File: src/common/uart_cfg_pkg.sv
`default_nettype none

package uart_cfg_pkg;

	// Serial bit timing in clock cycles, kept short for simulation
	localparam logic [15:0] CLKS_PER_BIT = 16'd8;

	// Start-bit edge to start-bit check
	localparam logic [15:0] HALF_BIT = CLKS_PER_BIT >> 1;

	// Data bits per frame, sent LSB first
	localparam int unsigned DATA_BITS = 8;

	// Entries per FIFO, must be a power of two
	localparam int unsigned FIFO_DEPTH = 4;

	// Index width into the FIFO storage
	localparam int unsigned FIFO_PTR_W = $clog2(FIFO_DEPTH);

endpackage

`default_nettype wire

File: src/common/uart_types_pkg.sv
`default_nettype none

package uart_types_pkg;

	// One byte on the serial line
	typedef logic [7:0] uart_byte_t;

	// Received word as stored in the receive FIFO
	typedef struct packed {
		uart_byte_t data;
		// Stop bit was sampled low
		logic frame_err;
	} rx_word_t;

endpackage

`default_nettype wire

File: src/uart_rx/uart_rx.sv
`timescale 1ns/1ps
`default_nettype none

module uart_rx
	import uart_cfg_pkg::*;
	import uart_types_pkg::*;
(
	input logic iCLOCK,
	input logic inRESET,
	input logic rxd,
	output logic word_valid,
	input logic word_ready,
	output rx_word_t word_data,
	output logic overrun
);

	typedef enum logic [1:0] {
		ST_IDLE,
		ST_CHECK,
		ST_DATA,
		ST_STOP
	} rx_state_t;

	// Two-flop synchronizer plus one flop for edge detect
	logic [1:0] rxd_sync;
	logic rxd_prev;
	logic rxd_s;
	logic fall;

	rx_state_t state;
	logic [15:0] bit_cnt;
	logic [$clog2(DATA_BITS)-1:0] bit_idx;
	uart_byte_t shreg;
	logic frame_err;
	logic sample;

	assign rxd_s = rxd_sync[1];
	assign fall = rxd_prev && !rxd_s;
	assign sample = (bit_cnt == CLKS_PER_BIT - 16'd1);

	assign word_data.data = shreg;
	assign word_data.frame_err = frame_err;

	always_ff @(posedge iCLOCK or negedge inRESET) begin
		if (!inRESET) begin
			rxd_sync <= 2'b11;
			rxd_prev <= 1'b1;
		end else begin
			rxd_sync <= {rxd_sync[0], rxd};
			rxd_prev <= rxd_s;
		end
	end

	// Payload only, qualified by word_valid
	always_ff @(posedge iCLOCK) begin
		if (state == ST_DATA && sample) begin
			shreg <= {rxd_s, shreg[7:1]};
		end
		if (state == ST_STOP && sample) begin
			frame_err <= !rxd_s;
		end
	end

	always_ff @(posedge iCLOCK or negedge inRESET) begin
		if (!inRESET) begin
			state <= ST_IDLE;
			bit_cnt <= '0;
			bit_idx <= '0;
			word_valid <= 1'b0;
			overrun <= 1'b0;
		end else begin
			bit_cnt <= bit_cnt + 16'd1;
			word_valid <= 1'b0;
			// No way to stall the line, so a refused word is lost
			overrun <= word_valid && !word_ready;
			case (state)
				ST_IDLE: begin
					if (fall) begin
						state <= ST_CHECK;
						bit_cnt <= '0;
					end
				end
				ST_CHECK: begin
					if (bit_cnt == HALF_BIT - 16'd1) begin
						bit_cnt <= '0;
						bit_idx <= '0;
						// Line back high means a glitch
						state <= rxd_s ? ST_IDLE : ST_DATA;
					end
				end
				ST_DATA: begin
					if (sample) begin
						bit_cnt <= '0;
						bit_idx <= bit_idx + 1'b1;
						if (bit_idx == ($clog2(DATA_BITS))'(DATA_BITS - 1)) begin
							state <= ST_STOP;
						end
					end
				end
				ST_STOP: begin
					if (sample) begin
						state <= ST_IDLE;
						word_valid <= 1'b1;
					end
				end
				default: state <= ST_IDLE;
			endcase
		end
	end

endmodule

`default_nettype wire

File: src/uart_tx/uart_tx.sv
`timescale 1ns/1ps
`default_nettype none

module uart_tx
	import uart_cfg_pkg::*;
	import uart_types_pkg::*;
(
	input logic iCLOCK,
	input logic inRESET,
	input logic byte_valid,
	output logic byte_ready,
	input uart_byte_t byte_data,
	output logic txd
);

	typedef enum logic [1:0] {
		ST_IDLE,
		ST_START,
		ST_DATA,
		ST_STOP
	} tx_state_t;

	tx_state_t state;
	logic [15:0] bit_cnt;
	logic [$clog2(DATA_BITS)-1:0] bit_idx;
	uart_byte_t shreg;
	logic bit_end;

	assign bit_end = (bit_cnt == CLKS_PER_BIT - 16'd1);
	assign byte_ready = (state == ST_IDLE);

	always_ff @(posedge iCLOCK or negedge inRESET) begin
		if (!inRESET) begin
			state <= ST_IDLE;
			bit_cnt <= '0;
			bit_idx <= '0;
			shreg <= '0;
			txd <= 1'b1;
		end else begin
			bit_cnt <= bit_cnt + 16'd1;
			case (state)
				ST_IDLE: begin
					txd <= 1'b1;
					if (byte_valid) begin
						state <= ST_START;
						shreg <= byte_data;
						bit_cnt <= '0;
						txd <= 1'b0;
					end
				end
				ST_START: begin
					if (bit_end) begin
						state <= ST_DATA;
						bit_cnt <= '0;
						bit_idx <= '0;
						txd <= shreg[0];
						shreg <= {1'b0, shreg[7:1]};
					end
				end
				ST_DATA: begin
					if (bit_end) begin
						bit_cnt <= '0;
						if (bit_idx == ($clog2(DATA_BITS))'(DATA_BITS - 1)) begin
							state <= ST_STOP;
							txd <= 1'b1;
						end else begin
							bit_idx <= bit_idx + 1'b1;
							txd <= shreg[0];
							shreg <= {1'b0, shreg[7:1]};
						end
					end
				end
				ST_STOP: begin
					// Idle cycle counts as the last stop cycle, so frames run back to back
					if (bit_cnt == CLKS_PER_BIT - 16'd2) begin
						state <= ST_IDLE;
					end
				end
				default: state <= ST_IDLE;
			endcase
		end
	end

endmodule

`default_nettype wire

File: src/verilog/stream_fifo.sv
`timescale 1ns/1ps
`default_nettype none

module stream_fifo
	import uart_cfg_pkg::*;
#(
	parameter type payload_t = logic [7:0]
) (
	input logic iCLOCK,
	input logic inRESET,
	// Write side
	input logic in_valid,
	output logic in_ready,
	input payload_t in_data,
	// Read side
	output logic out_valid,
	input logic out_ready,
	output payload_t out_data
);

	// Extra MSB tells full from empty
	logic [FIFO_PTR_W:0] wr_ptr;
	logic [FIFO_PTR_W:0] rd_ptr;
	payload_t mem [FIFO_DEPTH];

	logic empty;
	logic full;
	logic wr_en;
	logic rd_en;

	assign empty = (wr_ptr == rd_ptr);
	assign full = (wr_ptr[FIFO_PTR_W] != rd_ptr[FIFO_PTR_W]) &&
		(wr_ptr[FIFO_PTR_W-1:0] == rd_ptr[FIFO_PTR_W-1:0]);

	// A read in the same cycle frees the slot for a write
	assign in_ready = !full || out_ready;
	assign out_valid = !empty;

	assign wr_en = in_valid && in_ready;
	assign rd_en = out_valid && out_ready;

	assign out_data = mem[rd_ptr[FIFO_PTR_W-1:0]];

	always_ff @(posedge iCLOCK) begin
		if (wr_en) begin
			mem[wr_ptr[FIFO_PTR_W-1:0]] <= in_data;
		end
	end

	always_ff @(posedge iCLOCK or negedge inRESET) begin
		if (!inRESET) begin
			wr_ptr <= '0;
			rd_ptr <= '0;
		end else begin
			if (wr_en) begin
				wr_ptr <= wr_ptr + 1'b1;
			end
			if (rd_en) begin
				rd_ptr <= rd_ptr + 1'b1;
			end
		end
	end

endmodule

`default_nettype wire

File: src/verilog/uart_top.sv
`timescale 1ns/1ps
`default_nettype none

module uart_top
	import uart_types_pkg::*;
(
	input logic iCLOCK,
	input logic inRESET,
	// Host transmit
	input logic tx_valid,
	output logic tx_ready,
	input uart_byte_t tx_data,
	// Host receive
	output logic rx_valid,
	input logic rx_ready,
	output uart_byte_t rx_data,
	output logic rx_frame_err,
	output logic rx_overrun,
	// Serial line
	output logic uart_txd,
	input logic uart_rxd
);

	// Transmit FIFO to transmitter
	logic txq_valid;
	logic txq_ready;
	uart_byte_t txq_data;

	// Receiver to receive FIFO
	logic rxw_valid;
	logic rxw_ready;
	rx_word_t rxw_data;

	rx_word_t rx_word;

	stream_fifo #(.payload_t(uart_byte_t)) u_tx_fifo (
		.iCLOCK(iCLOCK),
		.inRESET(inRESET),
		.in_valid(tx_valid),
		.in_ready(tx_ready),
		.in_data(tx_data),
		.out_valid(txq_valid),
		.out_ready(txq_ready),
		.out_data(txq_data)
	);

	uart_tx u_tx (
		.iCLOCK(iCLOCK),
		.inRESET(inRESET),
		.byte_valid(txq_valid),
		.byte_ready(txq_ready),
		.byte_data(txq_data),
		.txd(uart_txd)
	);

	uart_rx u_rx (
		.iCLOCK(iCLOCK),
		.inRESET(inRESET),
		.rxd(uart_rxd),
		.word_valid(rxw_valid),
		.word_ready(rxw_ready),
		.word_data(rxw_data),
		.overrun(rx_overrun)
	);

	stream_fifo #(.payload_t(rx_word_t)) u_rx_fifo (
		.iCLOCK(iCLOCK),
		.inRESET(inRESET),
		.in_valid(rxw_valid),
		.in_ready(rxw_ready),
		.in_data(rxw_data),
		.out_valid(rx_valid),
		.out_ready(rx_ready),
		.out_data(rx_word)
	);

	// Split the stored word onto the host ports
	assign rx_data = rx_word.data;
	assign rx_frame_err = rx_word.frame_err;

endmodule

`default_nettype wire
File: config.mk
export PLATFORM = sky130hd
export DESIGN_NAME = uart_top
export DESIGN_NICKNAME = d
export VERILOG_FILES = /design/src/common/uart_cfg_pkg.sv /design/src/common/uart_types_pkg.sv /design/src/uart_rx/uart_rx.sv /design/src/uart_tx/uart_tx.sv /design/src/verilog/stream_fifo.sv /design/src/verilog/uart_top.sv
export SDC_FILE = /design/constraint.sdc
export NUM_CORES = 1
export LEC_CHECK = 0
export ABC_AREA = 0
export CORE_MARGIN = 1.5
export CORE_UTILIZATION = 47
export CTS_CLUSTER_DIAMETER = 100
export DETAILED_ROUTE_END_ITERATION = 8
export DONT_BUFFER_PORTS = 1
export GPL_ROUTABILITY_DRIVEN = 0
export GPL_TIMING_DRIVEN = 0
export PLACE_DENSITY = 0.65
export SLEW_MARGIN = 20
export SYNTH_ARGS = -nofsm -noshare
export SYNTH_HDL_FRONTEND = slang
export SYNTH_SLANG_ARGS = --single-unit
File: constraint.sdc
create_clock -name iCLOCK -period 4.2 [get_ports iCLOCK]
set_input_delay 0.63 -clock iCLOCK [delete_from_list [all_inputs] [get_ports iCLOCK]]
set_output_delay 0.63 -clock iCLOCK [all_outputs]
set_load 0.01 [all_outputs]
Word level (Yosys, flattened, before mapping)
Memory sizes are Yosys's and may differ from the RTL's.
Cells that the tools add are included.
Widths: inputs -> output; s select.
{"block": "classes", "n_addsub": 8, "eq_ne": 29, "mux": 43, "reduce_logical": 30}
{"op": "$mux 16", "count": 5}
{"op": "$eq 16x3->1 const B", "count": 3}
{"op": "$pmux 16 s3", "count": 1}
{"op": "$add 16x1->16 const B", "count": 2}
{"op": "$mux 8", "count": 4}
{"op": "$pmux 16 s2", "count": 1}
{"op": "$pmux 8 s3", "count": 1}
{"op": "$mux 2", "count": 11}
{"op": "$add 3x1->3 const B", "count": 6}
{"op": "$eq 16x2->1 const B", "count": 1}
{"op": "$ne 2x1->1 const B", "count": 8}
{"op": "$pmux 2 s4", "count": 2}
{"op": "$mux 3", "count": 5}
{"op": "$reduce_and 5->1", "count": 3}
{"op": "$pmux 3 s2", "count": 2}
{"op": "$logic_and 1x1->1", "count": 10}
{"op": "$mux 1", "count": 10}
{"op": "$eq 2x2->1 const B", "count": 4}
{"op": "$eq 3x3->1", "count": 2}
{"op": "$eq 3x3->1 const B", "count": 2}
{"op": "$logic_not 1->1", "count": 6}
{"op": "$ne 2x2->1 const B", "count": 3}
{"op": "$reduce_and 3->1", "count": 2}
{"op": "$eq 2x1->1 const B", "count": 2}
{"op": "other kinds (9)", "count": 14}
{"block": "totals", "ff_bits": 77, "mem_bits_rw": 68, "input_bits": 13, "word_cells": 130, "mem_count": 2}
{"memory": "u_rx_fifo.mem", "depth": 4, "word_bits": 9, "read_ports": 1, "rd_ports_with_merged_regs": 0, "write_ports": 1, "line": "stream_fifo.sv:24", "text": "payload_t mem [FIFO_DEPTH];"}
{"memory": "u_tx_fifo.mem", "depth": 4, "word_bits": 8, "read_ports": 1, "rd_ports_with_merged_regs": 0, "write_ports": 1, "line": "stream_fifo.sv:24"}

Longest topological paths before layout
Gate-level depths: netlist of run 1.
{"block": "logic_depth", "word_depth": 7, "mapped_depth": 8}

By module
From an unflattened synthesis of run 1, not the netlist that was laid out.
{"block": "unflattened", "hier_cells": 458, "hier_area_um2": 6613.8}
{"mod": "stream_fifo (u_rx_fifo)", "instances": 1, "cells_per_inst": 88, "area_each_um2": 1725.4, "seq_area_each_um2": 1231.2}
{"mod": "uart_tx", "instances": 1, "cells_per_inst": 155, "area_each_um2": 1692.9, "seq_area_each_um2": 752.0}
{"mod": "uart_rx", "instances": 1, "cells_per_inst": 132, "area_each_um2": 1604.0, "seq_area_each_um2": 924.6}
{"mod": "stream_fifo (u_tx_fifo)", "instances": 1, "cells_per_inst": 83, "area_each_um2": 1591.5, "seq_area_each_um2": 1111.1}

Worst setup path before layout of run 1
OpenSTA, ideal clock, no wires.
{"block": "synth_path", "path_type": "reg-to-reg", "from": "register u_tx.bit_cnt[5]", "to": "register u_tx.shreg[0]", "arrival_time_ps": 2362, "required_time_ps": 4075, "slack_ps": 1713, "stages_incl_launch_ff": 7, "synth_period_minus_slack_ps": 2487, "path_cell_list": "dfrtp_1 -> or4_4 -> or4_4 -> a21o_1 -> a211o_1 -> buf_6 -> mux2_4"}
{"block": "synth_between", "elab_chain_len": 3, "elab_cells_between_ends": 4, "classes_between": "3 x eq/ne; 1 x reduce/logical"}
{"item": "from (decl)", "line": "uart_tx.sv:24", "text": "logic [15:0] bit_cnt;"}
{"item": "from (signal assigned)", "line": "uart_tx.sv:40", "text": "bit_cnt <= bit_cnt + 16'd1;"}
{"item": "$eq 16x3->1 *", "line": "uart_tx.sv:29", "text": "assign bit_end = (bit_cnt == CLKS_PER_BIT - 16'd1);"}
{"item": "$ne 2x1->1 (no source line)"}
{"item": "$reduce_and 5->1 (no source line) *"}
{"item": "to (signal assigned)", "line": "uart_tx.sv:46", "text": "shreg <= byte_data;"}
{"item": "to (signal assigned)", "line": "uart_tx.sv:57", "text": "shreg <= {1'b0, shreg[7:1]};"}
{"item": "to (signal assigned)", "line": "uart_tx.sv:69", "text": "shreg <= {1'b0, shreg[7:1]};"}
{"item": "to (decl)", "line": "uart_tx.sv:26", "text": "uart_byte_t shreg;"}
Every way passes the cells marked *; elsewhere a longest branch is shown, timed or not.
A chain may end at the register's enable or synchronous reset.

Final worst setup path of run 1
{"block": "layout_path", "from": "register u_tx.bit_cnt[13]", "to": "register u_tx.shreg[7]"}
Same word-level chain as after synthesis.

==> out/summary.md, run 1 <==
The run finished with clean final reports. The buffer cell driving the clock tree root was sky130_fd_sc_hd__clkbuf_16. The initial antenna violation count is 0. The run gives 0 as the total grt overflow.

The maximum VDD drop was 407 uV. The standard cell core area was 13200 sq um; the number of buffers inserted by port buffering was 0. The run gives 4020 sq um as the sequential standard cell area. The via count of the first global-routing pass is 3533.

Type of destination of the critical path: a register. Gates resized during post-CTS repair numbered 0. The floorplan step defined a die boundary enclosing 14200 sq um.

The detailed-route wire length per cell was 15.6 um; the number of setup buffers added after CTS was 0. The remaining number of nets flagged by the antenna check after routing is 0, and the post-synthesis average cell area is 14.4 sq um. The buffer and inverter count on the worst path was 1. In this run, placement finished with an instance count of 617. After legalization and detailed placement, the total HPWL measured 6500 um.

The async set or reset register ratio after synthesis works out to 0.469. Max-cap violations in this run came to 0. In this run the vertical extent of the chip is 119 um. The slowest stage of the critical path belongs to the cell sky130_fd_sc_hd__nor4_1.

The max-slew violation count is 0. The most used standard cell by instance count after synthesis is sky130_fd_sc_hd__edfxtp_1. The largest stage delay on the critical path was 730 ps. Horizontal extent of the die: 119 um. The number of nets in the synthesized netlist is 480. Data on the critical path arrives at its endpoint at 3070 ps. The clock buffer count from CTS is 17, and the number of warning messages in the yosys log is 0.

The clock tree synthesis step divided the H-tree into 4 levels. The synthesized netlist contains 44 unique library cells. The synthesis-stage register bit count was 145; the clock latency on the worst-skew pair was 420 ps.

The run gives 1 as the number of hold-repair buffers added at the cts stage. Walking the worst path, the cells encountered are or4_1 -> nor4_1 -> nand2b_1 -> a211o_1 -> buf_6 -> mux2_4. 26 I/O pins were placed.

For the area occupied by multi-input gates, the log shows 2220 sq um. Static timing analysis puts the maximum clock frequency at 362 MHz. Setup violations remaining at the end of the flow were counted as 0. The post-layout total power was 0.00493 W. The pre-antenna-repair detailed-routing pass consisted of 4 iterations.

For the pin with the worst max-slew slack, the measured transition is 996 ps. The critical path's top delay family is simple AND/OR/NAND/NOR gates. STA puts the critical path data required time at 4510 ps. Compared with the post-synthesis result, the final layout area differs by 13.6%.

TritonCTS built the clock tree. The longest clock path from root to sink contains 2 buffers. After filler insertion, the fill cell instance count of the layout stands at 1064. The tools report the antenna diode count as 0. The share of cells above drive strength 1 is 0.162. The finished layout holds 650 standard cells, fillers aside. The count of flip-flops with a built-in enable after synthesis is 77. In the final timing run, aggregate negative setup slack is 0 ps. The clock drives 145 sinks. After detailed routing, the number of remaining DRC violations is 0.

STA classifies the critical path startpoint as a register. The share of Yosys cell area claimed by the top area cell type is 0.364, and the post-layout net count is 500. Once layout is done, the placed cells without fillers occupy 7220 sq um.

The sequential fraction of the synthesis area came out at 0.632. Clock skew on the completed layout was measured at 6.39 ps. Setup repair after global routing left no endpoint under its margin. For the routed wire length, the log shows 10200 um. The cell count after synthesis came out at 441. In this run the worst hold path is classified as in -> async. By area the synthesized netlist is led by sky130_fd_sc_hd__edfxtp_1 (36%), sky130_fd_sc_hd__dfrtp_1 (25%), sky130_fd_sc_hd__mux4_2 (6.0%). Clock-pin slew was measured on the worst setup and hold paths at 60 ps.

Entering global routing, the biggest net connects 65 pins. After detailed routing, the number of vias per cell comes to 5.19. The final hold violation count is 0. The number of placement rows is 42, and the minimum setup slack in the final design is 1440 ps.

Leading area contributor after synthesis: sky130_fd_sc_hd__edfxtp_1. The detailed router finished its first iteration with 131 violations. The synthesized area came out at 6360 sq um. For this block, the via count after detailed routing is 3372. Dividing total power by cell area gives a power density of 683 nW/um^2. For the wire length of the first global-routing pass, the log shows 17600 um.

The most used flip-flop cell after synthesis is sky130_fd_sc_hd__edfxtp_1. For this design the static power due to leakage is 2.91 nW. The total track usage was 0.162.

The largest fanout of any net on the critical path was 8; the starting utilization of the core area was 0.480. The worst slew slack as a fraction of its limit came out at 0.333. The portion of the clock cycle consumed by the worst path in the final layout came out at 0.658. Counting instances in the post-synthesis netlist gives the leading cell types as sky130_fd_sc_hd__edfxtp_1 (77), sky130_fd_sc_hd__dfrtp_1 (64), sky130_fd_sc_hd__nor2_1 (49). The routed design could run at a clock period as short as 2760 ps.

The type of the worst setup path was reg -> reg. Before CTS, the worst setup slack after placement is 1430 ps. In this run the cell area measured after placement is 6580 sq um.
-- per-stage QoR --
stage,utilization,hold WS (ps)
after detailed placement,0.497,340
after floorplan,-,334
final,0.545,48.7
after global placement,0.497,340
after CTS,0.545,32.9
after global routing,0.545,33.6
-- sequential cells by signal, indices dropped and copies added (netlist names), named ones only --
signal,cells
u_rx.bit_cnt,16
u_tx.bit_cnt,16
u_rx_fifo.rd_ptr,3
u_tx.bit_idx,3
u_rx.word_valid,1
u_rx.overrun,1
u_rx.bit_idx,3
u_rx_fifo.wr_ptr,3
u_tx.txd,1
u_tx_fifo.wr_ptr,3
u_tx.state,2
u_rx.rxd_prev,1
u_rx_fifo.mem,36
u_rx.frame_err,1
u_tx_fifo.mem,32
u_rx.shreg,8
u_rx.state,1
u_rx.rxd_sync,2
u_tx_fifo.rd_ptr,3
u_tx.shreg,8
-- cells by family after synthesis --
family                     after synthesis  share of synthesized area
and+or+nand+nor                        139                      0.111
DFF                                    145                      0.632
xor gates and xnor gates                42                     0.0579
buffers and inverters                   29                     0.0183
adders and majority gates               26                     0.0512
muxes                                   42                      0.108
AOI/OAI and AO/OA                       18                     0.0211
-- final timing paths --
| path | start | to | slack [ps] | cells past startpoint |
|---|---|---|---|---|
| min in group iCLOCK | uart_rxd | u_rx.rxd_sync[0]$_DFF_PN1_ | 210 | 0 |
| worst min-delay path | inRESET | u_rx.rxd_prev$_DFF_PN1_ | 50 | 0 |
| worst max register to register | u_tx.bit_cnt[13]$_DFF_PN0_ | u_tx.shreg[7]$_DFFE_PN0P_ | 1440 | 6 |
| max in group asynchronous | inRESET | u_tx.bit_cnt[12]$_DFF_PN0_ | 3840 | 1 |
| worst max-delay path | u_tx.bit_cnt[13]$_DFF_PN0_ | u_tx.shreg[7]$_DFFE_PN0P_ | 1440 | 6 |
| worst min register to register | u_rx.rxd_sync[0]$_DFF_PN1_ | u_rx.rxd_sync[1]$_DFF_PN1_ | 370 | 0 |
-- cells in the final DEF (no fill, tap or decap), types with 2 or more instances in the layout --
cell	n
sky130_fd_sc_hd__inv_6	2
sky130_fd_sc_hd__inv_1	18
sky130_fd_sc_hd__dfstp_2	4
sky130_fd_sc_hd__bufinv_16	4
sky130_fd_sc_hd__nand3b_1	3
sky130_fd_sc_hd__mux4_2	17
sky130_fd_sc_hd__mux2_4	8
sky130_fd_sc_hd__nor2_1	49
sky130_fd_sc_hd__or4_4	2
sky130_fd_sc_hd__clkinv_2	4
sky130_fd_sc_hd__and2_1	4
sky130_fd_sc_hd__a21oi_1	2
sky130_fd_sc_hd__ha_1	26
sky130_fd_sc_hd__mux2i_1	4
sky130_fd_sc_hd__clkbuf_16	17
sky130_fd_sc_hd__and4_1	3
sky130_fd_sc_hd__mux2_2	13
sky130_fd_sc_hd__xor2_1	19
sky130_fd_sc_hd__nand2b_1	3
sky130_fd_sc_hd__clkinv_1	2
sky130_fd_sc_hd__nor4_1	3
sky130_fd_sc_hd__edfxtp_1	77
sky130_fd_sc_hd__nand4_1	8
sky130_fd_sc_hd__nor2b_1	3
sky130_fd_sc_hd__dfrtp_1	64
sky130_fd_sc_hd__xnor2_1	23
sky130_fd_sc_hd__or4_1	2
sky130_fd_sc_hd__a22o_1	3
sky130_fd_sc_hd__nand3_1	13
sky130_fd_sc_hd__nand2_1	23
sky130_fd_sc_hd__and3_1	15
sky130_fd_sc_hd__nor3_1	3
sky130_fd_sc_hd__clkbuf_1	9
sky130_fd_sc_hd__o21ai_0	5
sky130_fd_sc_hd__clkinv_4	2
-- routing by layer --
| metal | GRT usage | part of all wire |
|---|---|---|
| met3 | 0.0445 | 0.033 |
| met2 | 0.261 | 0.48 |
| met1 | 0.205 | 0.47 |
| met4 | 0.0766 | 0.020 |
| met5 | 0 | 0 |
-- where the power goes --
group	switching, W	internal, W	total (W)	leakage (nW)
sequential	0.000156	0.00174	0.00189	1.58
clock	0.000580	0.000989	0.00157	0.302
combinational	0.000735	0.000732	0.00147	1.03
-- final cells by class --
cell class,instances,share of cell area
repair buffers,1,0.00381
well taps,176,0.0305
clock inverters,15,0.0263
clock buffers,17,0.0589
multi-input cells,267,0.308
inverters,18,0.00936
flip-flops and latches,145,0.557
plain buffers,11,0.00676
(Power assumes the default switching activity.)
==> inputs of run 2 (changes only) <==
--- a/config.mk
+++ b/config.mk
@@ -13,7 +13,7 @@
 export DONT_BUFFER_PORTS = 1
 export GPL_ROUTABILITY_DRIVEN = 0
 export GPL_TIMING_DRIVEN = 0
-export PLACE_DENSITY = 0.65
+export PLACE_DENSITY = 0.67
 export SLEW_MARGIN = 20
 export SYNTH_ARGS = -nofsm -noshare
 export SYNTH_HDL_FRONTEND = slang
==> constraint.sdc (replaced) <==
create_clock -name iCLOCK -period 2.45 [get_ports iCLOCK]
set_input_delay 0.3675 -clock iCLOCK [delete_from_list [all_inputs] [get_ports iCLOCK]]
set_output_delay 0.3675 -clock iCLOCK [all_outputs]
set_load 0.01 [all_outputs]
==> run 2 against run 1 <==
The flow now finishes with violations (negative setup slack). Count of clock-buffer cells in the layout up 1. Wire length down 0.94%. First-iteration DRC count up 42%. Core utilization up 0.43 points. Critical path depth unchanged. Power up 67%. Flip-flop and latch count unchanged. Critical path type unchanged. Largest cell class unchanged. Largest power group unchanged.
==> out/summary.md, run 2 (synthesis results as in run 1) <==
The run gives 6610 um (+1.8%) as the post-detailed-placement half-perimeter wirelength. The detailed-route vias per instance is 5.18 (-0.13%). For the signal arrival time at the worst endpoint, the log shows 2840 ps (-230 ps). The run gives 186 (+42%) as the number of design-rule violations left by the first detailed-router iteration.

The initial antenna violation count is 0 (unchanged), and the maximum clock skew at final layout is 6.24 ps (-0.149 ps). Leaving out fill and tap cells, the most frequent cell in the layout is sky130_fd_sc_hd__edfxtp_1. Vias after detailed routing: 3409 (+1.1%).

For the wire length of the first global-routing pass, the log shows 17300 um (-2.0%). The share of cells above drive strength 1 is 0.197 (+0.0346). The clock latency on the worst-skew pair came out at 410 ps (about the same).

The deepest level of the CTS H-tree is 4 (unchanged), and the power density normalized to cell area is 1130 nW/um^2 (+66%). The final reports fail on negative setup slack. The flip-flop count of the largest register after layout was 36 (unchanged); the worst slew slack as a fraction of its limit was 0.420 (+0.0868). The portion of the clock cycle consumed by the worst path in the final layout came out at 1.04 (+0.383).

STA classifies the critical path endpoint as a register. The number of max-cap violations was 0 (unchanged); the final hold violation count was 0 (unchanged). For the maximum VDD drop, the log shows 929 uV (+130%). The run gives 508 (+1.6%) as the post-layout net count. Number of placement rows: 42 (unchanged). The tools report the buffer cell driving the clock tree root as sky130_fd_sc_hd__clkbuf_16. The tools report the routed wire length as 10100 um (-0.94%).

The max-slew violation count was 0 (unchanged); the horizontal extent of the die was 119 um (unchanged). The overall die height was 119 um (unchanged). The remaining number of nets flagged by the antenna check after routing is 0 (unchanged), and the starting utilization of the core area is 0.480 (unchanged).

The worst reg-to-reg setup slack was -100 ps (-1540 ps); the number of buffers inserted by port buffering was 0 (unchanged). The area growth from synthesis to layout is 14.5%. Clock sink total: 145 (unchanged).

The run finished, with violations left. The antenna diode count is 0 (unchanged), and the total die area is 14200 sq um (unchanged). The total track usage was 0.157 (-0.00571). Detailed-route wire length per cell: 15.3 um (-2.1%). The startpoint type of the worst setup path is a register. Via count of the first global-routing pass: 3582 (+1.4%). Required time reported for the critical path endpoint: 2740 ps (-1770 ps). The logs give 2 (unchanged) for the maximum clock insertion buffer count and 17 (unchanged) for the clock buffer count from CTS.

For the final setup violation count, the log shows 19 (+19). The largest fanout of any net on the critical path is 8 (unchanged). The measured slew at the worst slew-check pin works out to 867 ps (-130 ps). The clock slew seen by the registers of the worst setup and hold paths is 60 ps (about the same), and the fill cell total of the finished layout is 1088 (+2.3%). The number of placed I/O pins is 26 (unchanged), and the remaining routing DRC violations is 0 (unchanged). Setup repair after global routing could not meet its margin everywhere. The min-delay analysis places its worst path in the category in -> reg. The type of the worst setup path was reg -> reg.

The standby leakage power came out at 2.94 nW (+0.77%). In the layout the commonest cells are sky130_fd_sc_hd__edfxtp_1 (77), sky130_fd_sc_hd__dfrtp_1 (64), sky130_fd_sc_hd__nor2_1 (48). The clock period minus worst slack is 2550 ps (-214 ps), and the minimum setup slack in the final design is -99.9 ps (-1540 ps).

TritonCTS built the clock tree. The run gives 0.550 (+0.00435) as the final core utilization. The logs give 69 (+6.2%) for the maximum number of pins on one net before global-route repair and 13200 sq um (unchanged) for the standard cell core area.

The logs give 0 (unchanged) for the total grt overflow and 4 (unchanged) for the first-pass iteration count of the detailed router. The tools report the maximum achievable frequency as 392 MHz (+8.4%). For the minimum setup slack after placement, the log shows -283 ps (-1720 ps).
run 2: routing by layer:
layer  global-route usage  routed length, um  vias up
li1                     -                  -     1652
met1                0.190               4460     1705
met2                0.264               5130       42
met3               0.0484                342       10
met4               0.0580                133        0
met5                    0                  0        -
run 2: final cells by class:
cell class | count | area, sq um | area share
Sequential cell | 145 | 4020 | 0.552
Multi-Input combinational cell | 267 | 2250 | 0.309
Clock buffer | 18 | 429 | 0.0590
Tap cell | 176 | 220 | 0.0303
Clock inverter | 14 | 134 | 0.0184
Timing Repair Buffer | 10 | 100 | 0.0138
Inverter | 18 | 67.6 | 0.00928
Buffer | 10 | 56.3 | 0.00774
run 2: path summary, 6_finish.rpt:
path,startpoint,depth (start not counted),endpoint
setup / recovery,u_tx.bit_cnt[4]$_DFF_PN0_,6,u_tx.shreg[1]$_DFFE_PN0P_
hold / removal,tx_data[7],0,u_tx_fifo.mem[3][7]$_DFFE_PP_
setup reg to reg,u_tx.bit_cnt[4]$_DFF_PN0_,6,u_tx.shreg[1]$_DFFE_PN0P_
hold reg to reg,u_rx.rxd_sync[0]$_DFF_PN1_,0,u_rx.rxd_sync[1]$_DFF_PN1_
max in group asynchronous,inRESET,2,u_tx.txd$_DFFE_PN1P_
min in group asynchronous,inRESET,2,u_tx.shreg[6]$_DFFE_PN0P_
run 2: power breakdown:
part	internal, W	leakage, nW	switching [W]	total (W)
clock	0.00141	0.267	0.00101	0.00242
sequential	0.00298	1.58	0.000272	0.00325
combinational	0.00130	1.09	0.00127	0.00257
run 2: timing repair:
item / 4_1_cts / 5_1_grt
pin swaps: 1 / 0
gates resized for setup: 8 / 2
endpoints found under the setup margin: 38 / 38
hold endpoints to repair: 69 / 0
hold buffers: 3 / 0
setup buffers: 5 / 2
run 2: through the flow:
stage / TNS [ps] / total power (W) / area (sq um) / std cells / hold WS (ps)
2_1_floorplan: -118 / 0.00531 / 6370 / 441 / 71.9
3_3_place_gp: -4210 / 0.00572 / 6590 / 617 / 77.4
3_5_place_dp: -5270 / 0.00584 / 6590 / 617 / 76.1
4_1_cts: -1600 / 0.00835 / 7260 / 657 / 23.7
5_1_grt: -2940 / 0.00876 / 7280 / 658 / 21.0
6_report: -1450 / 0.00824 / 7280 / 658 / 44.7
run 2: worst max-delay path, cell delays in order, from the launching register on:
cell and delay (ps):
sky130_fd_sc_hd__dfrtp_1 380, sky130_fd_sc_hd__or4_4 550, sky130_fd_sc_hd__or4_4 570, sky130_fd_sc_hd__a21o_1 210
sky130_fd_sc_hd__a211o_1 280, sky130_fd_sc_hd__buf_6 160, sky130_fd_sc_hd__mux2_4 300
